**config.mk**
```make
export PLATFORM = sky130hd
export DESIGN_NAME = dma_top
export DESIGN_NICKNAME = d
export VERILOG_FILES = /design/src/common/dma_pkg.sv /design/src/common/mem_req_if.sv /design/src/design/data_fifo.sv /design/src/design/dma_top.sv /design/src/design/mem_arbiter.sv /design/src/dma_engine/read_src_fsm.sv /design/src/dma_engine/write_dest_fsm.sv
export SDC_FILE = /design/constraint.sdc
export NUM_CORES = 1
export LEC_CHECK = 0
export ABC_AREA = 1
export BUFFER_PORTS_ARGS = -buffer_cell sky130_fd_sc_hd__buf_2
export CAP_MARGIN = 20
export CORE_MARGIN = 4
export CORE_UTILIZATION = 50
export DETAILED_ROUTE_END_ITERATION = 16
export GPL_ROUTABILITY_DRIVEN = 0
export HOLD_SLACK_MARGIN = 0.1
export PLACE_DENSITY = 0.71
export SLEW_MARGIN = 20
export SYNTH_ARGS = -nofsm -noshare
export SYNTH_HDL_FRONTEND = slang
export SYNTH_SLANG_ARGS = --single-unit
```
**constraint.sdc**
```tcl
create_clock -name clk -period 4.7 [get_ports clk]
set_input_delay 0.47 -clock clk [delete_from_list [all_inputs] [get_ports clk]]
set_output_delay 0.47 -clock clk [all_outputs]
set_load 0.05 [all_outputs]
```
**src/common/dma_pkg.sv**
```systemverilog
// Shared widths, FIFO sizing, descriptor and status structs, and the FSM and opcode enums
// for the single-channel DMA engine.
`default_nettype none

package dma_pkg;

   localparam int data_w      = 32;
   localparam int addr_w      = 16;
   localparam int len_w       = 8;   // a length of zero is never issued.
   localparam int fifo_depth  = 8;
   localparam int fifo_ptr_w  = $clog2(fifo_depth);
   localparam int fifo_cnt_w  = $clog2(fifo_depth + 1);
   localparam int perf_cntr_w = 16;

   // bit positions of the one-hot write engine states.
   localparam int num_wr_states     = 6;
   localparam int wr_idle_bit       = 0;
   localparam int wr_addr_setup_bit = 1;
   localparam int wr_fifo_empty_bit = 2;
   localparam int wr_dest_bit       = 3;
   localparam int wr_wait_rsp_bit   = 4;
   localparam int wr_error_bit      = 5;

   typedef struct packed {
      logic [addr_w-1:0] src_addr;
      logic [addr_w-1:0] dst_addr;
      logic [len_w-1:0]  length;
   } t_dma_descriptor;

   typedef enum logic {
      mem_read,
      mem_write
   } t_mem_op;

   typedef enum logic [num_wr_states-1:0] {
      wr_idle       = num_wr_states'(1) << wr_idle_bit,
      wr_addr_setup = num_wr_states'(1) << wr_addr_setup_bit,
      wr_fifo_empty = num_wr_states'(1) << wr_fifo_empty_bit,
      wr_dest       = num_wr_states'(1) << wr_dest_bit,
      wr_wait_rsp   = num_wr_states'(1) << wr_wait_rsp_bit,
      wr_error      = num_wr_states'(1) << wr_error_bit
   } t_wr_state;

   typedef enum logic [1:0] {
      rd_idle,
      rd_req,
      rd_wait_ack,
      rd_push
   } t_rd_state;

   typedef struct packed {
      logic                   busy;
      logic                   stopped_on_error;
      t_wr_state              wr_state;
      logic [perf_cntr_w-1:0] clk_cnt;    // active cycles of the current descriptor.
      logic [perf_cntr_w-1:0] valid_cnt;  // words written without error.
   } t_wr_status;

endpackage

`default_nettype wire

```
**src/common/mem_req_if.sv**
```systemverilog
// Four-phase memory requester port shared by the DMA engines and the arbiter.
`timescale 1ns/1ps
`default_nettype none

interface mem_req_if import dma_pkg::*; ();

   logic              req;
   t_mem_op           op;
   logic [addr_w-1:0] addr;
   logic [data_w-1:0] wdata;
   logic [data_w-1:0] rdata;  // valid while ack is high.
   logic              ack;
   logic              err;

   modport requester (
      output req,
      output op,
      output addr,
      output wdata,
      input  rdata,
      input  ack,
      input  err
   );

   modport arbiter (
      input  req,
      input  op,
      input  addr,
      input  wdata,
      output rdata,
      output ack,
      output err
   );

endinterface

`default_nettype wire

```
**src/design/data_fifo.sv**
```systemverilog
// Show-ahead synchronous FIFO between the read and write engines, with a one-cycle flush.
`timescale 1ns/1ps
`default_nettype none

module data_fifo import dma_pkg::*; (
   input  logic                  clk,
   input  logic                  reset_n,
   input  logic                  flush,
   input  logic                  push,
   input  logic [data_w-1:0]     push_data,
   input  logic                  pop,
   output logic [data_w-1:0]     pop_data,
   output logic                  not_empty,
   output logic [fifo_cnt_w-1:0] count
);

   logic [data_w-1:0]     mem [fifo_depth];
   logic [fifo_ptr_w-1:0] wr_ptr;
   logic [fifo_ptr_w-1:0] rd_ptr;
   logic                  do_push;
   logic                  do_pop;

   assign not_empty = (count != '0);
   assign do_push   = push & (count != fifo_cnt_w'(fifo_depth));
   assign do_pop    = pop & not_empty;
   assign pop_data  = mem[rd_ptr];  // head word is visible before the pop.

   always_ff @(posedge clk) begin
      if (!reset_n || flush) begin
         wr_ptr <= '0;
         rd_ptr <= '0;
         count  <= '0;
      end else begin
         if (do_push) wr_ptr <= wr_ptr + 1'b1;
         if (do_pop) rd_ptr <= rd_ptr + 1'b1;
         case ({do_push, do_pop})
            2'b10:   count <= count + 1'b1;
            2'b01:   count <= count - 1'b1;
            default: count <= count;
         endcase
      end
   end

   always_ff @(posedge clk) begin
      if (do_push) mem[wr_ptr] <= push_data;
   end

endmodule

`default_nettype wire

```
**src/design/dma_top.sv**
```systemverilog
// DMA top level with the descriptor handshake and register, the two engines, the data FIFO
// and the memory arbiter.
`timescale 1ns/1ps
`default_nettype none

module dma_top import dma_pkg::*; (
   input  logic                   clk,
   input  logic                   reset_n,
   input  logic                   desc_req,
   input  logic [addr_w-1:0]      desc_src,
   input  logic [addr_w-1:0]      desc_dst,
   input  logic [len_w-1:0]       desc_len,
   output logic                   desc_ack,
   output logic                   mem_req,
   output t_mem_op                mem_op,
   output logic [addr_w-1:0]      mem_addr,
   output logic [data_w-1:0]      mem_wdata,
   input  logic [data_w-1:0]      mem_rdata,
   input  logic                   mem_ack,
   input  logic                   mem_err,
   input  logic                   clear_error,
   output logic                   done,
   output logic                   busy,
   output logic                   error_flag,
   output logic [perf_cntr_w-1:0] perf_clk_cnt,
   output logic [perf_cntr_w-1:0] perf_valid_cnt
);

   t_dma_descriptor       desc_q;
   t_wr_status            wr_status;
   logic                  accept;
   logic                  start;    // one cycle after acceptance, desc_q is valid.
   logic                  flush;
   logic                  fifo_push;
   logic [data_w-1:0]     fifo_push_data;
   logic                  fifo_pop;
   logic [data_w-1:0]     fifo_pop_data;
   logic                  fifo_not_empty;
   logic [fifo_cnt_w-1:0] fifo_count;

   mem_req_if rd_if ();
   mem_req_if wr_if ();

   assign accept = desc_req & ~desc_ack & ~wr_status.busy;
   assign flush  = clear_error & wr_status.stopped_on_error;

   always_ff @(posedge clk) begin
      if (!reset_n) begin
         desc_ack <= 1'b0;
         start    <= 1'b0;
      end else begin
         start <= accept;
         if (accept)        desc_ack <= 1'b1;
         else if (!desc_req) desc_ack <= 1'b0;
      end
   end

   always_ff @(posedge clk) begin
      if (accept) desc_q <= '{src_addr: desc_src, dst_addr: desc_dst, length: desc_len};
   end

   read_src_fsm u_read (
      .clk, .reset_n, .start, .flush, .desc(desc_q), .mem(rd_if.requester),
      .fifo_push, .fifo_push_data, .fifo_count
   );

   write_dest_fsm u_write (
      .clk, .reset_n, .start, .clear_error, .desc(desc_q), .fifo_pop,
      .fifo_data(fifo_pop_data), .fifo_not_empty, .mem(wr_if.requester),
      .done, .status(wr_status)
   );

   data_fifo u_fifo (
      .clk, .reset_n, .flush, .push(fifo_push), .push_data(fifo_push_data),
      .pop(fifo_pop), .pop_data(fifo_pop_data), .not_empty(fifo_not_empty),
      .count(fifo_count)
   );

   mem_arbiter u_arb (
      .clk, .reset_n, .rd_port(rd_if.arbiter), .wr_port(wr_if.arbiter),
      .mem_req, .mem_op, .mem_addr, .mem_wdata, .mem_rdata, .mem_ack, .mem_err
   );

   assign busy           = wr_status.busy;
   assign error_flag     = wr_status.stopped_on_error;
   assign perf_clk_cnt   = wr_status.clk_cnt;
   assign perf_valid_cnt = wr_status.valid_cnt;

endmodule

`default_nettype wire

```
**src/design/mem_arbiter.sv**
```systemverilog
// Round-robin arbiter for the read and write engines on the shared four-phase memory port.
`timescale 1ns/1ps
`default_nettype none

module mem_arbiter import dma_pkg::*; (
   input  logic              clk,
   input  logic              reset_n,
   mem_req_if.arbiter        rd_port,
   mem_req_if.arbiter        wr_port,
   output logic              mem_req,
   output t_mem_op           mem_op,
   output logic [addr_w-1:0] mem_addr,
   output logic [data_w-1:0] mem_wdata,
   input  logic [data_w-1:0] mem_rdata,
   input  logic              mem_ack,
   input  logic              mem_err
);

   logic granted;   // a requester owns the memory port.
   logic grant_wr;  // the owner is the write engine.
   logic last_wr;   // the write engine was served last.
   logic any_req;
   logic pick_wr;
   logic owner_req;
   logic rd_sel;
   logic wr_sel;

   assign any_req   = rd_port.req | wr_port.req;
   assign pick_wr   = wr_port.req & (~rd_port.req | ~last_wr);
   assign owner_req = grant_wr ? wr_port.req : rd_port.req;
   assign rd_sel    = granted & ~grant_wr;
   assign wr_sel    = granted & grant_wr;

   // a new grant is only given once the previous ack has fallen.
   always_ff @(posedge clk) begin
      if (!reset_n) begin
         granted  <= 1'b0;
         grant_wr <= 1'b0;
         last_wr  <= 1'b1;
         mem_req  <= 1'b0;
      end else if (!granted) begin
         if (any_req && !mem_ack) begin
            granted  <= 1'b1;
            grant_wr <= pick_wr;
            last_wr  <= pick_wr;
            mem_req  <= 1'b1;
         end
      end else begin
         mem_req <= mem_req & owner_req;  // stays low once the owner has dropped req.
         if (!mem_req && !mem_ack) begin
            granted <= 1'b0;
         end
      end
   end

   always_ff @(posedge clk) begin
      if (!granted && any_req && !mem_ack) begin
         mem_op    <= pick_wr ? wr_port.op : rd_port.op;
         mem_addr  <= pick_wr ? wr_port.addr : rd_port.addr;
         mem_wdata <= pick_wr ? wr_port.wdata : rd_port.wdata;
      end
   end

   assign rd_port.ack   = rd_sel & mem_ack;
   assign rd_port.err   = rd_sel & mem_err;
   assign rd_port.rdata = rd_sel ? mem_rdata : '0;
   assign wr_port.ack   = wr_sel & mem_ack;
   assign wr_port.err   = wr_sel & mem_err;
   assign wr_port.rdata = wr_sel ? mem_rdata : '0;

endmodule

`default_nettype wire

```
**src/dma_engine/read_src_fsm.sv**
```systemverilog
// Read engine that fetches source words through the arbiter and pushes them into the FIFO.
`timescale 1ns/1ps
`default_nettype none

module read_src_fsm import dma_pkg::*; (
   input  logic                  clk,
   input  logic                  reset_n,
   input  logic                  start,
   input  logic                  flush,
   input  t_dma_descriptor       desc,
   mem_req_if.requester          mem,
   output logic                  fifo_push,
   output logic [data_w-1:0]     fifo_push_data,
   input  logic [fifo_cnt_w-1:0] fifo_count
);

   t_rd_state           state;
   logic [addr_w-1:0]   src_addr;
   logic [len_w-1:0]    words_left;
   logic                pending;  // start arrived while a flushed read was still draining.
   logic                drop;     // the read in flight belongs to a flushed descriptor.
   logic                in_flight;
   logic [fifo_cnt_w:0] used;
   logic                has_room;

   assign in_flight = (state == rd_wait_ack);
   assign used      = fifo_count + in_flight;
   assign has_room  = (used < fifo_depth);

   assign mem.op    = mem_read;
   assign mem.addr  = src_addr;
   assign mem.wdata = '0;

   assign fifo_push      = in_flight & mem.ack & ~drop & ~flush;
   assign fifo_push_data = mem.rdata;

   always_ff @(posedge clk) begin
      if (!reset_n) begin
         state      <= rd_idle;
         mem.req    <= 1'b0;
         words_left <= '0;
         pending    <= 1'b0;
         drop       <= 1'b0;
      end else begin
         if (start && state != rd_idle) pending <= 1'b1;
         unique case (state)
            rd_idle: if (start || pending) begin
               words_left <= desc.length;
               pending    <= 1'b0;
               state      <= rd_req;
            end
            rd_req: if (has_room) begin
               mem.req <= 1'b1;
               state   <= rd_wait_ack;
            end
            rd_wait_ack: if (mem.ack) begin
               mem.req <= 1'b0;
               if (!drop) words_left <= words_left - 1'b1;
               state   <= rd_push;
            end
            rd_push: if (!mem.ack) begin  // handshake closes before the next read.
               if (words_left == '0 || drop) begin
                  drop  <= 1'b0;
                  state <= rd_idle;
               end else begin
                  state <= rd_req;
               end
            end
            default: state <= rd_idle;
         endcase
         if (flush) begin
            words_left <= '0;
            if (in_flight) drop <= 1'b1;
            if (state == rd_req) begin
               mem.req <= 1'b0;
               state   <= rd_idle;
            end
         end
      end
   end

   always_ff @(posedge clk) begin
      if (state == rd_idle && (start || pending)) begin
         src_addr <= desc.src_addr;
      end else if (fifo_push) begin
         src_addr <= src_addr + 1'b1;
      end
   end

endmodule

`default_nettype wire

```
**src/dma_engine/write_dest_fsm.sv**
```systemverilog
// Write engine with a one-hot FSM that drains the FIFO to the destination, tracks write
// responses and errors, and keeps per-descriptor performance counters.
`timescale 1ns/1ps
`default_nettype none

module write_dest_fsm import dma_pkg::*; (
   input  logic              clk,
   input  logic              reset_n,
   input  logic              start,
   input  logic              clear_error,
   input  t_dma_descriptor   desc,
   output logic              fifo_pop,
   input  logic [data_w-1:0] fifo_data,
   input  logic              fifo_not_empty,
   mem_req_if.requester      mem,
   output logic              done,
   output t_wr_status        status
);

   t_wr_state              state;
   t_wr_state              next;
   logic [addr_w-1:0]      dst_addr;
   logic [len_w-1:0]       words_left;
   logic [perf_cntr_w-1:0] clk_cnt;
   logic [perf_cntr_w-1:0] valid_cnt;
   logic                   busy;
   logic                   wr_ok;      // write acked with err low.
   logic                   last_word;
   logic                   accept;

   assign accept    = state[wr_idle_bit] & start;
   assign wr_ok     = state[wr_wait_rsp_bit] & mem.ack & ~mem.err;
   assign last_word = (words_left == len_w'(1));
   assign done      = wr_ok & last_word;
   assign fifo_pop  = state[wr_dest_bit];
   assign mem.op    = mem_write;

   always_ff @(posedge clk) begin
      if (!reset_n) state <= wr_idle;
      else          state <= next;
   end

   always_comb begin
      next = state;
      unique case (1'b1)
         state[wr_idle_bit]:
            if (start) next = wr_addr_setup;
         state[wr_addr_setup_bit]:
            if (!mem.ack) next = wr_fifo_empty;  // the previous write's ack has fallen.
         state[wr_fifo_empty_bit]:
            if (fifo_not_empty) next = wr_dest;
         state[wr_dest_bit]:
            next = wr_wait_rsp;
         state[wr_wait_rsp_bit]:
            if (mem.ack) begin
               if (mem.err)        next = wr_error;
               else if (last_word) next = wr_idle;
               else                next = wr_addr_setup;
            end
         state[wr_error_bit]:
            if (clear_error) next = wr_idle;
         default:
            next = wr_idle;
      endcase
   end

   always_ff @(posedge clk) begin
      if (!reset_n) begin
         busy       <= 1'b0;
         mem.req    <= 1'b0;
         words_left <= '0;
         clk_cnt    <= '0;
         valid_cnt  <= '0;
      end else begin
         if (accept) begin
            busy       <= 1'b1;
            words_left <= desc.length;
            clk_cnt    <= '0;
            valid_cnt  <= '0;
         end
         // active cycles exclude idle and a stop on error.
         if (!state[wr_idle_bit] && !state[wr_error_bit]) begin
            clk_cnt <= clk_cnt + 1'b1;
         end
         if (state[wr_dest_bit]) mem.req <= 1'b1;
         if (state[wr_wait_rsp_bit] && mem.ack) mem.req <= 1'b0;
         if (wr_ok) begin
            valid_cnt  <= valid_cnt + 1'b1;
            words_left <= words_left - 1'b1;
            if (last_word) busy <= 1'b0;
         end
         if (state[wr_error_bit] && clear_error) busy <= 1'b0;
      end
   end

   always_ff @(posedge clk) begin
      if (accept) dst_addr <= desc.dst_addr;
      else if (wr_ok) dst_addr <= dst_addr + 1'b1;
      if (state[wr_addr_setup_bit]) mem.addr <= dst_addr;
      if (state[wr_dest_bit]) mem.wdata <= fifo_data;  // head word, popped this cycle.
   end

   assign status.busy             = busy;
   assign status.stopped_on_error = state[wr_error_bit];
   assign status.wr_state         = state;
   assign status.clk_cnt          = clk_cnt;
   assign status.valid_cnt        = valid_cnt;

endmodule

`default_nettype wire

```
==> impl_metrics.tcl <==
set metrics [dict create \
    power_w 0.009527 \
    hold_start "clear_error" \
    required_ns 5.00 \
    die_x_um 212.1 \
    core_um2 41020 \
    cp.arrival_ns 3.86 \
    initial_utilization_pct 50.80 \
    first_pass_iters 7 \
    synth-seq-area-share_pct 68.65 \
    cts_buffer_depth 3 \
    die_h_um 212.1 \
    first_global_vias 13980 \
    fin_skew_ns 0.02667 \
    overflow 0 \
    ant_nets 0 \
    vias_per_cell 5.377 \
    dp.cells 2592 \
    dieArea_um2 45000 \
    antenna_found_initial 0 \
    outcome "finished, final reports clean" \
    drive_gt1_share_pct 13.19 \
    fin_util_pct 58.98 \
    period_share_pct 75.57 \
    grt_first_pass_wirelength_um 73490 \
    port_buffers 163 \
    hold_viol 0 \
    grt_max_degree 95 \
    setup_tns_ns 0 \
    netlist_area_um2 20830 \
    maxSlewHeadroom_pct 31.67 \
    syn_to_final_growth_pct 16.11 \
    clk_pin_slew_worst_paths_ns 0.06 \
    critical_path_class "flip-flop to flip-flop" \
    vias 14640 \
    wirelength_um 46750 \
    io_pins 164 \
    yosysUniqueCellTypes 37 \
    worst_skew_pair.late_latency_ns 0.60 \
    worstMarginPinSlew_ns 1.023 \
    slew_violations 0 \
    post_cts_buffers 0 \
    r2r_slack_ns 1.15 \
    cts_root_buffer "clkbuf_16" \
    synthTopCellsByArea "edfxtp_1 (61%), dfxtp_1 (7.4%), nor2_1 (7.0%)" \
    placed_cell_area_um2 22240 \
    rsz0062_at_grt "false" \
    synth-edff-count 425 \
    power_density_nw_per_um2 393.8 \
    tritoncts "yes" \
    post_drt_wl_per_cell_um 17.17 \
    ys_seq_elements 502 \
    drt_iter0_markers 1348 \
    fin_nets 2250 \
    timing.rr.start "u_read.state[0]" \
    ys.flop_type "edfxtp_1" \
    synth_area_leader_cell "edfxtp_1" \
    ctsResizeCount 0 \
    synth_nets 2048 \
    nFillCells 3319 \
    fmax_ghz 0.2816 \
    antenna_cells 0 \
    post-dp-hpwl_um 28970 \
    htree_levels 2 \
    setup-violations-final 0 \
    leakage_nw 9.196 \
    endpoint_kind "flip-flop" \
    synthCells 1953 \
    layoutNonFillerInstCount 2723 \
    synth_async_sr_flop_share_pct 0 \
    netlist.area_leader.share_pct 61.25 \
    fin_crit_ns 3.552 \
    design_area_um2 24190 \
    cts_buffers 51 \
    yosys_warnings 0 \
    remaining_drc_errors 0 \
    vdd_drop_max_v 0.0003279 \
    startpoint_type "flip-flop" \
    syn_area_per_cell_um2 10.67 \
    num_rows 74 \
    drv_cap 0 \
    min_path_type "input port to flip-flop" \
    startpoint "u_read.state[0]" \
    cts.sinks 502 \
    crit_path_max_fanout 23 \
    grt.total_usage_pct 20.41 \
]
-- cell type report --
cell class	count	area [um^2]	area share, %
Timing Repair Buffer	228	1414	5.845
Inverter	178	669.4	2.767
Clock buffer	61	1334	5.514
Multi-Input combinational cell	1194	5603	23.16
Sequential cell	502	14310	59.15
Tap cell	532	665.6	2.752
Clock inverter	28	195.2	0.8069
-- synthesized netlist by cell type, types with 3 or more instances --
| cell | count |
|---|---|
| xor2_1 | 12 |
| buf_1 | 4 |
| edfxtp_1 | 425 |
| nor3_1 | 32 |
| ha_1 | 17 |
| buf_2 | 20 |
| or2_2 | 4 |
| clkbuf_1 | 53 |
| a21oi_1 | 63 |
| dfxtp_1 | 77 |
| o211ai_1 | 3 |
| nand4_1 | 23 |
| o31ai_1 | 3 |
| nor2_1 | 391 |
| o21ai_0 | 200 |
| o22ai_1 | 33 |
| nand2_1 | 286 |
| nand3_1 | 65 |
| xnor2_1 | 4 |
| inv_1 | 176 |
| a31oi_1 | 38 |
-- placed cells by master, fill, tap and decap left out, drive strengths merged, types with 41 or more instances in the layout --
cell type and instances:
nor2 395, nand2 288, nand3 68, inv 180, o21ai 201, dfxtp 77, clkbuf 61, dlygate4sd3 41
buf 187, a21oi 63, edfxtp 425
-- stage by stage --
step | hold WS (ns) | setup slack (ns)
after floorplan | 0.4287 | 0.7749
after global placement | 0.4430 | 1.285
after detailed placement | 0.4578 | 1.104
after CTS | 0.1528 | 1.101
after global routing | 0.1882 | 0.8885
final | 0.1769 | 1.148
-- registers in the layout (all words and copies together) (netlist names), 4 cells and up --
signal,count
u_arb.mem_wdata,32
desc_q,40
u_write.state,6
u_write.valid_cnt,16
u_write.mem.addr,16
u_write.mem.wdata,32
u_write.clk_cnt,16
u_write.dst_addr,16
u_fifo.mem,256
u_read.mem.addr,16
u_fifo.count,4
u_arb.mem_addr,16
u_write.words_left,8
u_read.words_left,8
-- worst paths after layout --
kind / endpoint / cells past startpoint
setup / recovery: u_fifo.mem[4][20] / 7
hold / removal: u_read.drop / 3
setup reg to reg: u_fifo.mem[4][20] / 7
hold reg to reg: u_write.state[3] / 2
-- power breakdown --
part           internal [W]  switching (W)  total (W)
Combinational      0.000217       0.000501   0.000718
Sequential          0.00497      0.0000851    0.00505
Clock               0.00208        0.00167    0.00376
Total               0.00727        0.00226    0.00953
-- per-layer routing --
metal  vias to the layer above  wire length (um)  global-route usage [%]
li1                       7108                 -                       -
met3                        91              3178                   3.763
met5                         -                 0                       0
met4                         0              1291                   6.819
met1                      6930             19830                   27.37
met2                       513             22460                   33.91
-- kinds of logic after synthesis --
kind of cell,after synthesis,synth area share [%]
AOI/OAI and AO/OA,345,8.840
xor gates and xnor gates,16,0.6726
adders and majority gates,17,1.021
buffers and inverters,257,4.786
DFF,502,68.65
and+or+nand+nor,816,16.03
-- worst max-delay path: stages (launching register included) --
cell	delay [ns]
dfxtp_1	0.35
inv_1	0.15
ha_1	0.54
inv_1	0.35
nor3_4	0.30
nand4_1	0.44
nor2_4	0.78
buf_4	0.33
-- what timing repair did --
action                                 in CTS  in global routing
endpoints found under the hold margin      41                  0
setup endpoints to repair                   0                  0
hold buffers                               41                  0
Note: power is estimated with default switching activity, not from simulation.
